**src/logic/prbs_pkg.sv**
```systemverilog
package prbs_pkg;

    // Register and tap geometry
    localparam int LFSR_WIDTH      = 16;  // Shift register length
    localparam int TAP_INDEX_WIDTH = 5;   // One 1-based tap position
    localparam int TAP_COUNT       = 4;   // Tap slots in a tap set
    localparam int ERR_COUNT_WIDTH = 16;  // Checker error counter

    // Derived widths
    localparam int STATE_SEL_WIDTH = $clog2(LFSR_WIDTH);      // Bit select into the state
    localparam int FILL_WIDTH      = $clog2(LFSR_WIDTH + 1);  // Counts 0 up to LFSR_WIDTH

    // Register state, seed and received history share one shape
    typedef logic [LFSR_WIDTH-1:0] lfsr_state_t;

    // Zero marks an unused slot
    typedef logic [TAP_INDEX_WIDTH-1:0] tap_index_t;

    // Slot 0 sits in the lowest bits
    typedef logic [TAP_COUNT*TAP_INDEX_WIDTH-1:0] tap_set_t;

    typedef logic [ERR_COUNT_WIDTH-1:0] err_count_t;

endpackage : prbs_pkg
```
**src/logic/prbs_link_top.sv**
```systemverilog
`timescale 1ns/1ns

module prbs_link_top (
    input  logic                  i_clk,
    input  logic                  i_rst_n,
    // Transmit side
    input  logic                  i_gen_enable,  // Generator runs while high
    input  logic                  i_seed_load,   // Honoured with i_gen_enable
    input  prbs_pkg::lfsr_state_t i_seed,
    input  prbs_pkg::tap_set_t    i_taps,        // Shared by both sides
    output logic                  o_tx_bit,
    output logic                  o_tx_valid,
    output logic                  o_wrap,
    // Receive side
    input  logic                  i_rx_bit,      // Looped back externally
    input  logic                  i_rx_valid,
    input  logic                  i_resync,
    output logic                  o_locked,
    output logic                  o_err_strobe,
    output prbs_pkg::err_count_t  o_err_count
);

    // Pattern source
    prbs_generator generator_i (
        .i_clk       (i_clk),
        .i_rst_n     (i_rst_n),
        .i_enable    (i_gen_enable),
        .i_seed_load (i_seed_load),
        .i_seed      (i_seed),
        .i_taps      (i_taps),
        .o_tx_bit    (o_tx_bit),
        .o_tx_valid  (o_tx_valid),
        .o_wrap      (o_wrap)
    );

    // Self-synchronizing receiver, no seed needed
    prbs_checker checker_i (
        .i_clk        (i_clk),
        .i_rst_n      (i_rst_n),
        .i_rx_bit     (i_rx_bit),
        .i_rx_valid   (i_rx_valid),
        .i_resync     (i_resync),
        .i_taps       (i_taps),
        .o_locked     (o_locked),
        .o_err_strobe (o_err_strobe),
        .o_err_count  (o_err_count)
    );

endmodule : prbs_link_top

```
**src/logic/prbs_checker.sv**
```systemverilog
`timescale 1ns/1ns

module prbs_checker (
    input  logic                 i_clk,
    input  logic                 i_rst_n,
    input  logic                 i_rx_bit,      // Received stream
    input  logic                 i_rx_valid,    // Bit present this cycle
    input  logic                 i_resync,      // Restart history fill
    input  prbs_pkg::tap_set_t   i_taps,        // Same taps as the generator
    output logic                 o_locked,      // History full
    output logic                 o_err_strobe,  // One cycle per mismatch
    output prbs_pkg::err_count_t o_err_count    // Total mismatches
);
    import prbs_pkg::*;

    lfsr_state_t           history_q;     // Newest bit at the top
    logic [FILL_WIDTH-1:0] fill_q;        // Bits taken since reset or resync
    logic                  history_full;
    logic                  predicted;     // Expected next bit
    logic                  take_bit;      // Valid bit not discarded by resync
    logic                  mismatch;

    // Oldest history bit plays the role of the generator's bit 0
    prbs_feedback feedback_i (
        .i_state    (history_q),
        .i_taps     (i_taps),
        .o_feedback (predicted)
    );

    assign history_full = (fill_q == FILL_WIDTH'(LFSR_WIDTH));
    assign take_bit     = i_rx_valid & ~i_resync;
    assign mismatch     = take_bit & history_full & (i_rx_bit != predicted);  // Only once full
    assign o_locked     = history_full;                                         // Fill is registered

    // Fill and error tracking
    always_ff @(posedge i_clk or negedge i_rst_n) begin
        if (!i_rst_n) begin
            fill_q       <= '0;
            o_err_strobe <= 1'b0;
            o_err_count  <= '0;
        end else begin
            if (i_resync) begin
                fill_q <= '0;                     // Count survives resync
            end else if (i_rx_valid && !history_full) begin
                fill_q <= fill_q + 1'b1;          // Stops at LFSR_WIDTH
            end
            o_err_strobe <= mismatch;
            if (mismatch) begin
                o_err_count <= o_err_count + 1'b1;  // Wraps, no saturation
            end
        end
    end

    // Every received bit enters, matched or not
    always_ff @(posedge i_clk) begin
        if (i_rx_valid) begin
            history_q <= {i_rx_bit, history_q[LFSR_WIDTH-1:1]};
        end
    end

endmodule : prbs_checker

```
**src/logic/prbs_generator.sv**
```systemverilog
`timescale 1ns/1ns

module prbs_generator (
    input  logic                  i_clk,
    input  logic                  i_rst_n,
    input  logic                  i_enable,     // Advance while high
    input  logic                  i_seed_load,  // Needs i_enable as well
    input  prbs_pkg::lfsr_state_t i_seed,
    input  prbs_pkg::tap_set_t    i_taps,
    output logic                  o_tx_bit,     // Old state bit 0
    output logic                  o_tx_valid,   // One per shift
    output logic                  o_wrap        // State just returned to seed
);
    import prbs_pkg::*;

    lfsr_state_t state_q;     // Shift register
    lfsr_state_t seed_q;      // Last loaded seed
    lfsr_state_t state_next;  // Shifted state
    logic        feedback;
    logic        do_load;
    logic        do_shift;

    assign do_load  = i_enable & i_seed_load;   // Load wins over shift
    assign do_shift = i_enable & ~i_seed_load;

    prbs_feedback feedback_i (
        .i_state    (state_q),
        .i_taps     (i_taps),
        .o_feedback (feedback)
    );

    assign state_next = {feedback, state_q[LFSR_WIDTH-1:1]};  // Shift right, feedback on top

    // State, seed copy and strobes
    always_ff @(posedge i_clk or negedge i_rst_n) begin
        if (!i_rst_n) begin
            state_q    <= '1;      // Nonzero start
            seed_q     <= '1;
            o_tx_valid <= 1'b0;
            o_wrap     <= 1'b0;
        end else begin
            o_tx_valid <= do_shift;                              // Low during load cycle
            o_wrap     <= do_shift && (state_next == seed_q);    // Load itself never wraps
            if (do_load) begin
                state_q <= i_seed;
                seed_q  <= i_seed;
            end else if (do_shift) begin
                state_q <= state_next;
            end
        end
    end

    // Emitted bit only meaningful with o_tx_valid
    always_ff @(posedge i_clk) begin
        if (do_shift) begin
            o_tx_bit <= state_q[0];
        end
    end

endmodule : prbs_generator

```
**src/logic/prbs_feedback.sv**
```systemverilog
`timescale 1ns/1ns

module prbs_feedback (
    input  prbs_pkg::lfsr_state_t i_state,     // Current register state or history
    input  prbs_pkg::tap_set_t    i_taps,      // Concatenated tap slots
    output logic                  o_feedback   // Bit entering at the top
);
    import prbs_pkg::*;

    tap_index_t                 tap_slot [TAP_COUNT];  // One entry per slot
    logic [STATE_SEL_WIDTH-1:0] tap_sel  [TAP_COUNT];  // Zero-based state bit
    logic [TAP_COUNT-1:0]       tap_used;              // Slot holds a usable position

    // Split the tap set and qualify each slot
    always_comb begin
        for (int i = 0; i < TAP_COUNT; i++) begin
            tap_slot[i] = i_taps[i*TAP_INDEX_WIDTH +: TAP_INDEX_WIDTH];
            tap_used[i] = (tap_slot[i] != '0) &&
                          (tap_slot[i] <= tap_index_t'(LFSR_WIDTH));  // Beyond the register ignored
            tap_sel[i]  = STATE_SEL_WIDTH'(tap_slot[i] - 1'b1);       // 1-based to 0-based
        end
    end

    // Bit 0 always feeds back, each used tap adds its bit
    always_comb begin
        o_feedback = i_state[0];
        for (int i = 0; i < TAP_COUNT; i++) begin
            if (tap_used[i]) begin
                o_feedback ^= i_state[tap_sel[i]];
            end
        end
    end

endmodule : prbs_feedback

```
**config.mk**
```make
export PLATFORM = sky130hd
export DESIGN_NAME = prbs_link_top
export DESIGN_NICKNAME = d
export VERILOG_FILES = /design/src/logic/prbs_pkg.sv /design/src/logic/prbs_link_top.sv /design/src/logic/prbs_checker.sv /design/src/logic/prbs_generator.sv /design/src/logic/prbs_feedback.sv
export SDC_FILE = /design/constraint.sdc
export NUM_CORES = 1
export LEC_CHECK = 0
export BUFFER_PORTS_ARGS = -buffer_cell sky130_fd_sc_hd__buf_2
export CORE_AREA = 2 2 94 96
export CTS_BUF_LIST = sky130_fd_sc_hd__clkbuf_8
export CTS_CLUSTER_SIZE = 20
export DETAILED_ROUTE_END_ITERATION = 16
export DIE_AREA = 0 0 96 98
export PLACE_DENSITY_LB_ADDON = 0.2
export REMOVE_ABC_BUFFERS = 1
export SYNTH_ARGS = -nofsm -noshare
export SYNTH_HDL_FRONTEND = slang
export SYNTH_SLANG_ARGS = --single-unit
```
**constraint.sdc**
```tcl
create_clock -name i_clk -period 3.7 [get_ports i_clk]
set_input_delay 0.185 -clock i_clk [delete_from_list [all_inputs] [get_ports i_clk]]
set_output_delay 0.185 -clock i_clk [all_outputs]
set_load 0.01 [all_outputs]
```
# Yosys cells after proc, flatten, opt, wreduce, memory -nomap -nowiden
# Index checks and enable logic that the tools add are counted.
[word_totals]
ff_bits = 73
input_bits = 43
output_inout_bits = 21
word_cells = 82
[classes]
add_sub_neg = 6
n_lt_le_gt_ge = 8
n_eq_ne = 3
muxes = 28
bitwise = 15
reduce_logical = 13
[ops]
columns = ["op", "n"]
rows = [
  ["1-bit binary-select mux with 4-bit select", 8],
  ["16-bit two-way mux", 2],
  ["5-bit less-or-equal comparator (second input constant)", 4],
  ["4-bit by 5-bit < comparator with 1-bit output (second input constant)", 4],
  ["5-bit nonzero test", 4],
  ["16-bit by 1-bit adder with 16-bit output (second input constant)", 1],
  ["16-bit == test", 1],
  ["1-bit two-way mux", 16],
  ["4-bit by 1-bit subtractor with 4-bit output (second input constant)", 4],
  ["5-bit two-way mux", 2],
  ["1-bit XOR", 8],
  ["1-bit logical AND", 6],
  ["5-bit by 1-bit adder with 5-bit output (second input constant)", 1],
  ["1-bit AND", 5],
  ["5-bit == test (second input constant)", 1],
  ["2-bit nonzero test", 2],
  ["1-bit inverter", 2],
  ["1-bit zero test", 1],
  ["1-bit != test", 1],
]

# Logic depth before layout (Yosys ltp)
# Gate-level depths: netlist of the first run.
[logic_depth]
depth_word = 13
depth_mapped = 13
mapped_depth_nobuf = 10

# Hierarchy
# From an unflattened synthesis of the first run, not the netlist that was laid out.
[unflattened]
hier_cells = 411
area_unflattened_um2 = 5071.1
[by_module_without_submodules]
columns = ["module", "instances", "cells_per_inst", "area_per_inst_um2", "seq_area_each_um2"]
rows = [
  ["prbs_feedback", 2, 88, 927.1, 0.0],
  ["prbs_generator", 1, 130, 1695.4, 920.9],
  ["prbs_checker", 1, 105, 1521.5, 1031.0],
]

# Least setup slack after synthesis of the first run
# No wires, ideal clock.
[synth_path]
path_kind = "input to register"
startpoint = "input i_taps[15]"
endpoint = "register checker_i.o_err_count[1]"
setup_time_ns = 0.128
arrival_ns = 2.814
required_ns = 3.572
slack_ns = 0.759
cell_stages = 11
path_buffers = 2
cell_sequence = "buf_6 inv_1 ha_1 buf_1 mux4_2 mux2_2 a22oi_2 xnor2_2 xor2_4 mux2i_1 mux2_1"
[synth_between]
elab_chain_cells = 7
word_cells_on_any_way = 10
classes_between = "add/sub: 1; order compare: 1; eq/ne: 1; mux: 3; bitwise: 2; reduce/logical: 2"
[synth_rtl]
columns = ["item", "line_no", "rtl"]
rows = [
  ["start: declaration", "prbs_link_top.sv:10", "input prbs_pkg::tap_set_t i_taps,"],
  ["4-bit by 1-bit subtractor with 4-bit output", "prbs_feedback.sv:20", "tap_sel[i] = STATE_SEL_WIDTH'(tap_slot[i] - 1'b1);"],
  ["1-bit binary-select mux with 4-bit select", "prbs_feedback.sv:29", "o_feedback ^= i_state[tap_sel[i]];"],
  ["1-bit two-way mux (implied by the code)", "prbs_feedback.sv:29", ""],
  ["1-bit XOR", "prbs_feedback.sv:29", ""],
  ["1-bit two-way mux (*)", "prbs_feedback.sv:28", "if (tap_used[i]) begin"],
  ["1-bit != test (*)", "prbs_checker.sv:32", "assign mismatch = take_bit & history_full & (i_rx_bit != predicted);"],
  ["1-bit AND (*)", "prbs_checker.sv:32", ""],
  ["end signal: assignment", "prbs_checker.sv:49", "o_err_count <= o_err_count + 1'b1;"],
  ["end: declaration", "prbs_checker.sv:12", "output prbs_pkg::err_count_t o_err_count"],
]
# Every way passes the cells marked *; elsewhere a longest branch is shown, timed or not. The select of a mux whose other input is x is not followed.
# A chain may end at the register's enable or synchronous reset.

# Final worst setup path of the first run
[layout_path]
startpoint = "input i_taps[15]"
endpoint = "register checker_i.o_err_count[5]"
# The elaborated chain is that of the path after synthesis.

==> out/results.ini, run 1 <==
[sta]
fin_skew_ns = 0.01018
drv_slew = 0
tns_ns = 0
timing.final.crit_period_ns = 2.829
tightest_slew_ns = 0.7723
timing.fmax_ghz = 0.3534
hold_viol_final = 0
setup_violations = 0
slew-limit-headroom_pct = 48.39
finalCritPeriodShare_pct = 76.47
grt_setup_unrepaired = false

[min_path]
min_from = i_rx_bit
min_path_type = input port to flip-flop
min_to = checker_i.history_q[15]$_DFFE_PP_
hold_path_depth = 1

[drt]
drt_iter0_drc = 153
wl_per_cell_um = 18.14
route.antenna.remaining_nets = 0
drc_errors = 0
via_per_inst = 6.010
num_vias = 3474
routed_wl_um = 10490
drt-pass1-iter-count = 4

[clocking]
clk_pin_slew_ns = 0.07
postCtsHoldBufs = 1
ctsHtreeMaxLevel = 3
tritoncts = done
insertion_delay_ns = 0.35
numCtsBuffers = 9
clock_sink_count = 73
root_buffer = clkbuf_8
post-cts-setup-buffers = 0
post_cts_resized = 0
clk_path_buf_depth = 2

[floorplanning]
initial_core_util_pct = 57.95
core_mm2 = 0.008466
io_pins = 64
die_x_um = 96
fp.dieH_um = 98
dieArea_mm2 = 0.009408
num_rows = 34

[placed_design]
dp_hpwl_um = 7623
portBuffers = 63
place_congestion = 0.8673

[synthesis]
synth-compound-area-share_pct = 4.361
synth-xor-area-share_pct = 11.12
synth.most_common_cell = mux2i_1
syn_area_mm2 = 0.004906
synth_area_per_cell_um2 = 12.14
seq_area_frac_synth_pct = 39.79
synth-adder-area-share_pct = 2.805
synth_edf_count = 17
async_flop_share_pct = 76.71
yosys-top-cells-area = dfstp_2 17%, mux4_2 13%, dfrtp_1 12%
postSynthRegisterBits = 73
synth_flop_cell = dfstp_2
ys_types = 46
synth_common_cells = 39 x mux2i_1, 36 x nor2_1, 32 x dfstp_2
yosysTopAreaCellShare_pct = 17.14
synthMuxAreaShare_pct = 28.69
synth_top_area_cell = dfstp_2
syn_inst = 404
synth_top_family_by_area = multiplexers
synthSimpleGateAreaFrac_pct = 10.20
ys_warn_count = 0

[run]
maxCapViolations = 0

[global_routing]
antenna_found_initial = 0
grt_usage_pct = 24.05
grt_pass1_wl_um = 17330
grt_max_degree = 35
grt-ovfl-total = 0
first_global_vias = 3507

[cells_and_area]
fill_cells = 658
syn_to_final_growth_pct = 13.11
drive_above_1_share_pct = 37.66
layout.nets = 519
antennaDiodeCount = 0

[setup_path]
slowest_stage = ha_1
crit_family = multiplexers
r2r-start = checker_i.history_q[6]$_DFFE_PP_
max_stage_delay_ns = 0.45
r2r_cells = 8
cp-end-kind = flip-flop
cp-start-kind = input port
path_buf_inv = 3
cp_max_fo = 10
r2r-end = checker_i.o_err_count[5]$_DFFE_PN0P_
cp_data_required_time_ns = 3.97
critPathArrivalTime_ns = 3.10
r2r_setup_slack_ns = 0.89
worstSetupPathType = input port to flip-flop
crit_chain = buf_2 > inv_1 > ha_1 > mux4_2 > mux2_2 > a22oi_2 > xnor2_2 > xor2_4 > buf_4 > mux2i_1 > xor2_1

[power_and_ir_drop]
total_power_mw = 2.381
peakVddDrop_uv = 223.9
leakagePower_nw = 2.420
p_per_area_mw_per_mm2 = 429.0

[status]
status = finished, final reports clean

## worst max path at each step
stage	from	endpoint	slack [ns]	depth (start not counted)
final	i_taps[15]	checker_i.o_err_count[5]$_DFFE_PN0P_	0.87	11
after detailed placement	i_taps[15]	checker_i.o_err_count[5]$_DFFE_PN0P_	0.47	11
after global placement	i_taps[15]	checker_i.o_err_count[1]$_DFFE_PN0P_	0.57	10
after floorplan	i_taps[15]	checker_i.o_err_count[1]$_DFFE_PN0P_	0.83	9
after global routing	checker_i.fill_q[0]$_DFFE_PN0P_	checker_i.o_err_count[14]$_DFFE_PN0P_	0.59	10
after CTS	i_taps[15]	checker_i.o_err_count[5]$_DFFE_PN0P_	0.83	11
## state kept, by name, summed over array words and instances (netlist names)
name,count
checker_i.fill_q,5
checker_i.history_q,16
checker_i.o_err_strobe,1
generator_i.o_wrap,1
generator_i.o_tx_bit,1
generator_i.o_tx_valid,1
generator_i.seed_q,16
checker_i.o_err_count,16
generator_i.state_q,16
## layout make-up
class / count / area, um^2 / area share, %
clock inverter: 7 / 117.6 / 2.120
timing repair buffer: 69 / 362.8 / 6.539
inverter: 14 / 52.55 / 0.9470
sequential: 73 / 1952 / 35.17
clock buffer: 9 / 123.9 / 2.232
tap: 108 / 135.1 / 2.435
multi-input combinational: 298 / 2805 / 50.55
## stage by stage
| stage | util [%] | cell area [um^2] | setup WS (ns) | instances | hold WS, ns |
|---|---|---|---|---|---|
| 2_1_floorplan | - | 4810 | 0.8288 | 385 | -0.1106 |
| 4_1_cts | 65.55 | 5549 | 0.8293 | 578 | 0.02900 |
| 3_3_place_gp | 62.58 | 5298 | 0.5666 | 561 | 0.2354 |
| 6_report | 65.55 | 5549 | 0.8705 | 578 | 0.04565 |
| 5_1_grt | 65.55 | 5549 | 0.5928 | 578 | 0.02585 |
| 3_5_place_dp | 62.58 | 5298 | 0.4734 | 561 | 0.2457 |
## cell usage in the layout (no fill, tap or decap), types with 2 or more instances in the layout
master,instances
nor2_1,36
nand4_1,10
nor3_1,4
nand3_1,14
o31ai_1,2
mux2i_1,39
bufinv_16,3
buf_2,63
edfxtp_1,17
xnor2_2,2
dfrtp_1,24
buf_4,5
o211ai_1,3
nor4_1,3
a21oi_1,18
xor2_1,29
and3_1,3
inv_1,15
mux4_1,4
nor2b_1,3
o22ai_1,2
and2_1,2
mux2_2,24
ha_1,11
dfstp_2,32
mux4_2,28
clkbuf_8,9
xnor2_1,22
nand2_1,23
## cells by family after synthesis
kind of cell	after synthesis
and+or+nand+nor	104
buffers and inverters	33
AOI/OAI and AO/OA	31
xor gates and xnor gates	56
muxes	96
adders and majority gates	11
DFF	73
## power by group
part / switching, mW / internal [mW]
Combinational: 0.282 / 0.316
Sequential: 0.0918 / 0.933
Clock: 0.309 / 0.449
## routing by layer
layer	global-route usage (%)	wire length, um	vias to the layer above
met5	0	0	-
met4	8.462	223	0
met3	4.012	588	18
met2	37.50	5097	105
met1	34.13	4576	1745
li1	-	-	1606
Power figures use the tool's default switching activity.
==> run 2: changes to the inputs <==
ABC_AREA = 1   (was unset)
CORE_AREA = 2 2 99 101   (was 2 2 94 96)
DIE_AREA = 0 0 101 103   (was 0 0 96 98)
clock period = 2.5 ns   (was 3.7 ns; I/O delays follow)
==> run 2 against run 1 <==
  * Sequential cell count did not move
  * Combinational power rose by 29%
  * Clock power rose by 37%
  * Cell count rose by 51%
  * Register-to-register slack got worse by 0.44 ns
  * Synthesized cell count rose by 69%
  * Critical path depth rose by 3
  * Clock skew rose by 0.0032 ns
  * Core utilization fell by 5.2 points
  * Highest routed layer unchanged
==> out/results.ini, run 2 <==
[status]
status = finished, final reports clean

[run]
maxCapViolations = 0

[power_and_ir_drop]
p_per_area_mw_per_mm2 = 580.5
seqPwrFrac_pct = 45.2
net-switching-power_mw = 1.099
switching_share_pct = 33.17
p_int_mw = 2.215
comb_power_share_pct = 23.3
pwr-share-clk_pct = 31.5
total_power_mw = 3.314
peakVddDrop_uv = 295.9
leakagePower_nw = 2.802

[cells_and_area]
multi_input_area_mm2 = 0.002529
final_cell_mix = 177 x nand2_1, 128 x nand3_1, 88 x inv_1, 63 x buf_2, 39 x o21ai_0
fill_cells = 899
syn_to_final_growth_pct = 14.28
drive_above_1_share_pct = 17.13
layout.nets = 808
antennaDiodeCount = 0
layout_commonest_cell = nand2_1
seqCellArea_mm2 = 0.001952
final_util_pct = 60.36

[sta]
tns_ns = 0
fin_skew_ns = 0.01335
setup_violations = 0
setup_slack_ns = 0.4511
slew-limit-headroom_pct = 56.42
grt_setup_unrepaired = false
timing.final.crit_period_ns = 2.049
hold_viol_final = 0
drv_slew = 0
timing.fmax_ghz = 0.4881
tightest_slew_ns = 0.6497
finalCritPeriodShare_pct = 81.96

[synthesis]
synth-compound-area-share_pct = 11.77
synth_top_family_by_area = simple AND/OR/NAND/NOR gates
synth-xor-area-share_pct = 5.259
synth_edf_count = 17
synthMuxAreaShare_pct = 0
seq_area_frac_synth_pct = 39.07
synthSimpleGateAreaFrac_pct = 30.83
yosysTopAreaCellShare_pct = 16.83
synth_top_area_cell = dfstp_2
syn_area_mm2 = 0.004996
syn_inst = 683
postSynthRegisterBits = 73
ys_types = 28
synth_common_cells = 177 x nand2_1, 128 x nand3_1, 87 x inv_1
ys_warn_count = 0
synth_flop_cell = dfstp_2
synth-adder-area-share_pct = 2.755
async_flop_share_pct = 76.71
synth.most_common_cell = nand2_1
synth_area_per_cell_um2 = 7.315
yosys-top-cells-area = dfstp_2 17%, nand2_1 13%, nand3_1 13%

[clocking]
clock_sink_count = 73
insertion_delay_ns = 0.36
numCtsBuffers = 9
clk_path_buf_depth = 2
post_cts_resized = 0
tritoncts = done
clk_pin_slew_ns = 0.08
ctsHtreeMaxLevel = 3
root_buffer = clkbuf_8

[drt]
drt_iter0_drc = 499
wl_per_cell_um = 15.99
routed_wl_um = 13960
num_vias = 5062
drt-pass1-iter-count = 8
via_per_inst = 5.798
route.antenna.remaining_nets = 0
drc_errors = 0

[floorplanning]
dieArea_mm2 = 0.01040
io_pins = 64
core_mm2 = 0.009459
initial_core_util_pct = 52.82
die_x_um = 101
fp.dieH_um = 103
num_rows = 36

[placed_design]
place_congestion = 1.002
pre_cts_ws_ns = 0.1907
portBuffers = 63
dp_hpwl_um = 10250

[global_routing]
grt_pass1_wl_um = 22590
first_global_vias = 4675
grt-ovfl-total = 0
antenna_found_initial = 0
grt_max_degree = 31
grt_usage_pct = 27.65

[setup_path]
cp_data_required_time_ns = 2.74
worstSetupPathType = flip-flop to flip-flop
cp_max_fo = 17
critPathArrivalTime_ns = 2.29
cp-start-kind = flip-flop
cp-end-kind = flip-flop

[min_path]
min_path_type = input port to flip-flop

run 2: cell types whose count changed after synthesis, sizes merged, moves of 18 or more:
cell | previous run | this run
nand3 | 14 | 129
mux2 | 25 | 0
inv | 14 | 92
nand2 | 23 | 179
mux4 | 32 | 0
mux2i | 39 | 0
nor2 | 36 | 18
o21ai | 0 | 41
run 2: power by group through the flow:
stage / logic [mW] / registers (mW) / clock network, mW
2_1_floorplan: 0.506 / 1.46 / 0
3_3_place_gp: 0.730 / 1.51 / 0
3_5_place_dp: 0.746 / 1.51 / 0
4_1_cts: 0.763 / 1.49 / 1.06
5_1_grt: 0.872 / 1.50 / 1.11
6_report: 0.773 / 1.50 / 1.04
run 2: final timing paths:
| check | startpoint | to | slack, ns | depth (start not counted) |
|---|---|---|---|---|
| min | i_seed[13] | generator_i.seed_q[13]$_DFFE_PN1P_ | 0.02 | 3 |
| min in group asynchronous | i_rst_n | checker_i.o_err_count[7]$_DFFE_PN0P_ | 0.32 | 2 |
| max reg2reg | checker_i.history_q[11]$_DFFE_PP_ | checker_i.o_err_count[5]$_DFFE_PN0P_ | 0.45 | 14 |
| max in group asynchronous | i_rst_n | generator_i.seed_q[10]$_DFFE_PN1P_ | 1.53 | 3 |
| max | checker_i.history_q[11]$_DFFE_PP_ | checker_i.o_err_count[5]$_DFFE_PN0P_ | 0.45 | 14 |
| min reg2reg | generator_i.seed_q[7]$_DFFE_PN1P_ | generator_i.seed_q[7]$_DFFE_PN1P_ | 0.48 | 2 |
run 2: per-stage QoR:
stage,instance area (um^2),hold WS [ns],instances
floorplan,4830,-0.1706,658
global placement,5383,0.1693,846
detailed placement,5383,0.1765,846
CTS,5709,0.007383,873
global route,5709,0.01875,873
finish,5709,0.02120,873
run 2: metal layers:
metal / global-route usage [%] / vias up / share of wire, %
li1: - / 2429 / -
met1: 37.28 / 2316 / 41
met2: 45.59 / 288 / 47
met3: 4.339 / 29 / 11
met4: 9.771 / 0 / 1.9
met5: 0 / - / 0
run 2: cell families (layout without fill, tap and decap cells):
group,after synthesis,count (layout)
fa+ha+maj,11,11
xor+xnor,30,30
compound gates,102,102
simple gates,349,349
flops,73,73
buf+inv,118,194
run 2: worst max-delay path, stage by stage, from the launching register on:
cell and delay [ns]:
edfxtp_1 0.52, nand2_1 0.13, nand3_1 0.08, nand3_1 0.09
nand3_1 0.10, nand3_1 0.09, nand2_1 0.10, nand2_1 0.07
nand2_1 0.05, nand2_1 0.08, nand3_1 0.11, nand2_4 0.20
nand2_4 0.16, nand2_1 0.09, nand2_1 0.06
run 2: repair_timing:
action                    in CTS  in global routing
hold buffers                  11                  0
hold endpoints to repair      22                  0
setup buffers                  0                  0
run 2: area by class of cell:
cell class | instances | share of cell area (%)
Tap cell | 114 | 2.498
Sequential cell | 73 | 34.19
Timing Repair Buffer | 85 | 9.117
Multi-Input combinational cell | 492 | 44.29
Inverter | 93 | 6.114
Clock inverter | 7 | 1.622
Clock buffer | 9 | 2.170
==> run 3: changes to the inputs <==
clock period = 1.6 ns   (was 2.5 ns; I/O delays follow)
==> run 3 against run 2 <==
  * The flow now finishes with violations (negative setup slack)
  * Via count rose by 7.9%
  * Maximum frequency up 5.5%
  * Non-clock buffer count is 92 higher
  * Cell count rose by 11%
  * Die area stayed put
  * Sequential power is 55% higher
  * Clock-buffer cell count unchanged
  * Critical path type unchanged
  * Largest power group unchanged
==> out/results.ini, run 3 (synthesis gave the netlist of run 2 again) <==
[power_and_ir_drop]
total_power_mw = 5.763
p_per_area_mw_per_mm2 = 852.6
seqPwrFrac_pct = 40.2
leakagePower_nw = 3.318
peakVddDrop_uv = 560.7
switching_share_pct = 33.79
pwr-share-clk_pct = 29.2
net-switching-power_mw = 1.947
p_int_mw = 3.815
comb_power_share_pct = 30.6

[drt]
top_layer_used = met4
num_vias = 5462
drt_iter0_drc = 433
met3_length_um = 1186
wl_per_cell_um = 16.20
routedLengthMet1_um = 6457
route.antenna.remaining_nets = 0
drc_errors = 0
via_per_inst = 5.648
wl_met2_um = 7650
routed_wl_um = 15660
drt-pass1-iter-count = 5

[clocking]
numCtsBuffers = 9
root_buffer = clkbuf_8
ctsHtreeMaxLevel = 3
clk_path_buf_depth = 2
tritoncts = done
clock_sink_count = 73
insertion_delay_ns = 0.38
clk_pin_slew_ns = 0.08

[min_path]
hold_path_depth = 2
min_to = checker_i.history_q[8]$_DFFE_PP_
min_from = i_rx_valid
min_path_type = input port to flip-flop

[cells_and_area]
multi_input_area_mm2 = 0.002795
antennaDiodeCount = 0
drive_above_1_share_pct = 31.89
fill_cells = 757
syn_to_final_growth_pct = 35.29
layout.nets = 902
layout_commonest_cell = nand2_1
final_cell_mix = 164 x nand2_1, 106 x nand3_1, 84 x buf_4, 78 x inv_1, 62 x buf_2
final_util_pct = 71.46
seqCellArea_mm2 = 0.001952
stdcell_count = 967

[placed_design]
place_congestion = 0.9665
dpl.cell_count = 917
portBuffers = 63
dp_hpwl_um = 11030

[setup_path]
r2r-end = checker_i.o_err_count[2]$_DFFE_PN0P_
crit_top_cell = nand2_2
slowest_stage = edfxtp_1
r2r-start = checker_i.history_q[9]$_DFFE_PP_
cp-start-kind = flip-flop
cp_data_required_time_ns = 1.87
worstSetupPathType = flip-flop to flip-flop
cp-end-kind = flip-flop
critPathArrivalTime_ns = 2.21
crit_chain = buf_6 > nand2_2 > nand3_2 > nand3_2 > nand3_1 > nand2_1 > nor2_2 > inv_1 > nand2_2 > nand2_2 > nand2_4 > nand2_8 > clkbuf_16 > nand3_1 > nand2_1
cp_max_fo = 8
r2r_setup_slack_ns = -0.34
max_stage_delay_ns = 0.48
r2r_cells = 15

[status]
status = complete, but fails checks
failed_checks = negative setup slack

[floorplanning]
fp.dieH_um = 103
die_x_um = 101
num_rows = 36
dieArea_mm2 = 0.01040
initial_core_util_pct = 52.82
io_pins = 64
core_mm2 = 0.009459

[global_routing]
grt_pass1_wl_um = 23940
grt-ovfl-total = 0
grt_max_degree = 57
first_global_vias = 4994
antenna_found_initial = 0
grt_usage_pct = 29.70

[sta]
setup_slack_ns = -0.3414
fin_skew_ns = 0.01482
slew-limit-headroom_pct = 65.66
grt_setup_unrepaired = true
setup_violations = 23
hold_viol_final = 0
tns_ns = -6.124
timing.final.crit_period_ns = 1.941
timing.fmax_ghz = 0.5151
finalCritPeriodShare_pct = 121.3
drv_slew = 0
tightest_slew_ns = 0.5021
holdWs_ns = 0.1910

[run]
maxCapViolations = 0

## run 3: cell types whose count changed in the layout (fill, tap and decap cells not counted), sizes merged
| cell | previous run | this run |
|---|---|---|
| buf | 74 | 154 |
| dlygate4sd3 | 11 | 22 |
| nand2 | 179 | 181 |
| clkbuf | 9 | 10 |
| clkinvlp | 0 | 1 |
| inv | 96 | 95 |
## run 3: worst max-delay path by stage
stage                                                 from                                     to  slack, ns
after floorplan                                  i_taps[5]   checker_i.o_err_count[0]$_DFFE_PN0P_      -0.27
after global placement                          i_taps[10]  checker_i.o_err_count[11]$_DFFE_PN0P_      -0.34
after detailed placement                        i_taps[10]   checker_i.o_err_count[4]$_DFFE_PN0P_      -0.41
after CTS                 checker_i.history_q[8]$_DFFE_PP_   checker_i.o_err_count[4]$_DFFE_PN0P_      -0.24
after global routing      checker_i.history_q[4]$_DFFE_PP_  checker_i.o_err_count[11]$_DFFE_PN0P_      -0.43
final                     checker_i.history_q[9]$_DFFE_PP_   checker_i.o_err_count[2]$_DFFE_PN0P_      -0.34
## run 3: stage by stage
step / setup slack, ns / cell area, um^2
2_1_floorplan: -0.2741 / 4830
3_3_place_gp: -0.3361 / 5928
3_5_place_dp: -0.4143 / 5928
4_1_cts: -0.2359 / 6436
5_1_grt: -0.4284 / 6759
6_report: -0.3414 / 6759
## run 3: timing repair
item	CTS	global route
setup buffers	2	7
pin swaps	7	14
endpoints found under the hold margin	91	0
gates resized for setup	24	60
hold buffers	22	0
gates cloned	0	3
endpoints found under the setup margin	21	24
## run 3: critical path, delay by kind of cell, from the launching register on
family	cells	cell delay, ns
and+or+nand+nor	12	0.97
buffers and inverters	3	0.39
DFF	1	0.48
## run 3: layout make-up
type / instances / area share [%]
tap: 114 / 2.110
inverter: 93 / 5.202
sequential: 73 / 28.88
clock inverter: 7 / 1.481
multi-input combinational: 494 / 41.36
timing repair buffer: 177 / 19.14
clock buffer: 9 / 1.833
## run 3: power groups by stage
| stage | combinational (mW) | clock [mW] | sequential, mW |
|---|---|---|---|
| final | 1.76 | 1.68 | 2.32 |
| after global routing | 1.93 | 1.76 | 2.33 |
| after CTS | 1.56 | 1.69 | 2.31 |
| after detailed placement | 1.47 | 0 | 2.34 |
| after global placement | 1.44 | 0 | 2.34 |
| after floorplan | 0.791 | 0 | 2.27 |
## run 3: layer usage
| metal | track usage, % | up-vias |
|---|---|---|
| met5 | 0 | - |
| met1 | 39.78 | 2563 |
| li1 | - | 2624 |
| met4 | 11.95 | 0 |
| met3 | 5.424 | 33 |
| met2 | 48.00 | 242 |
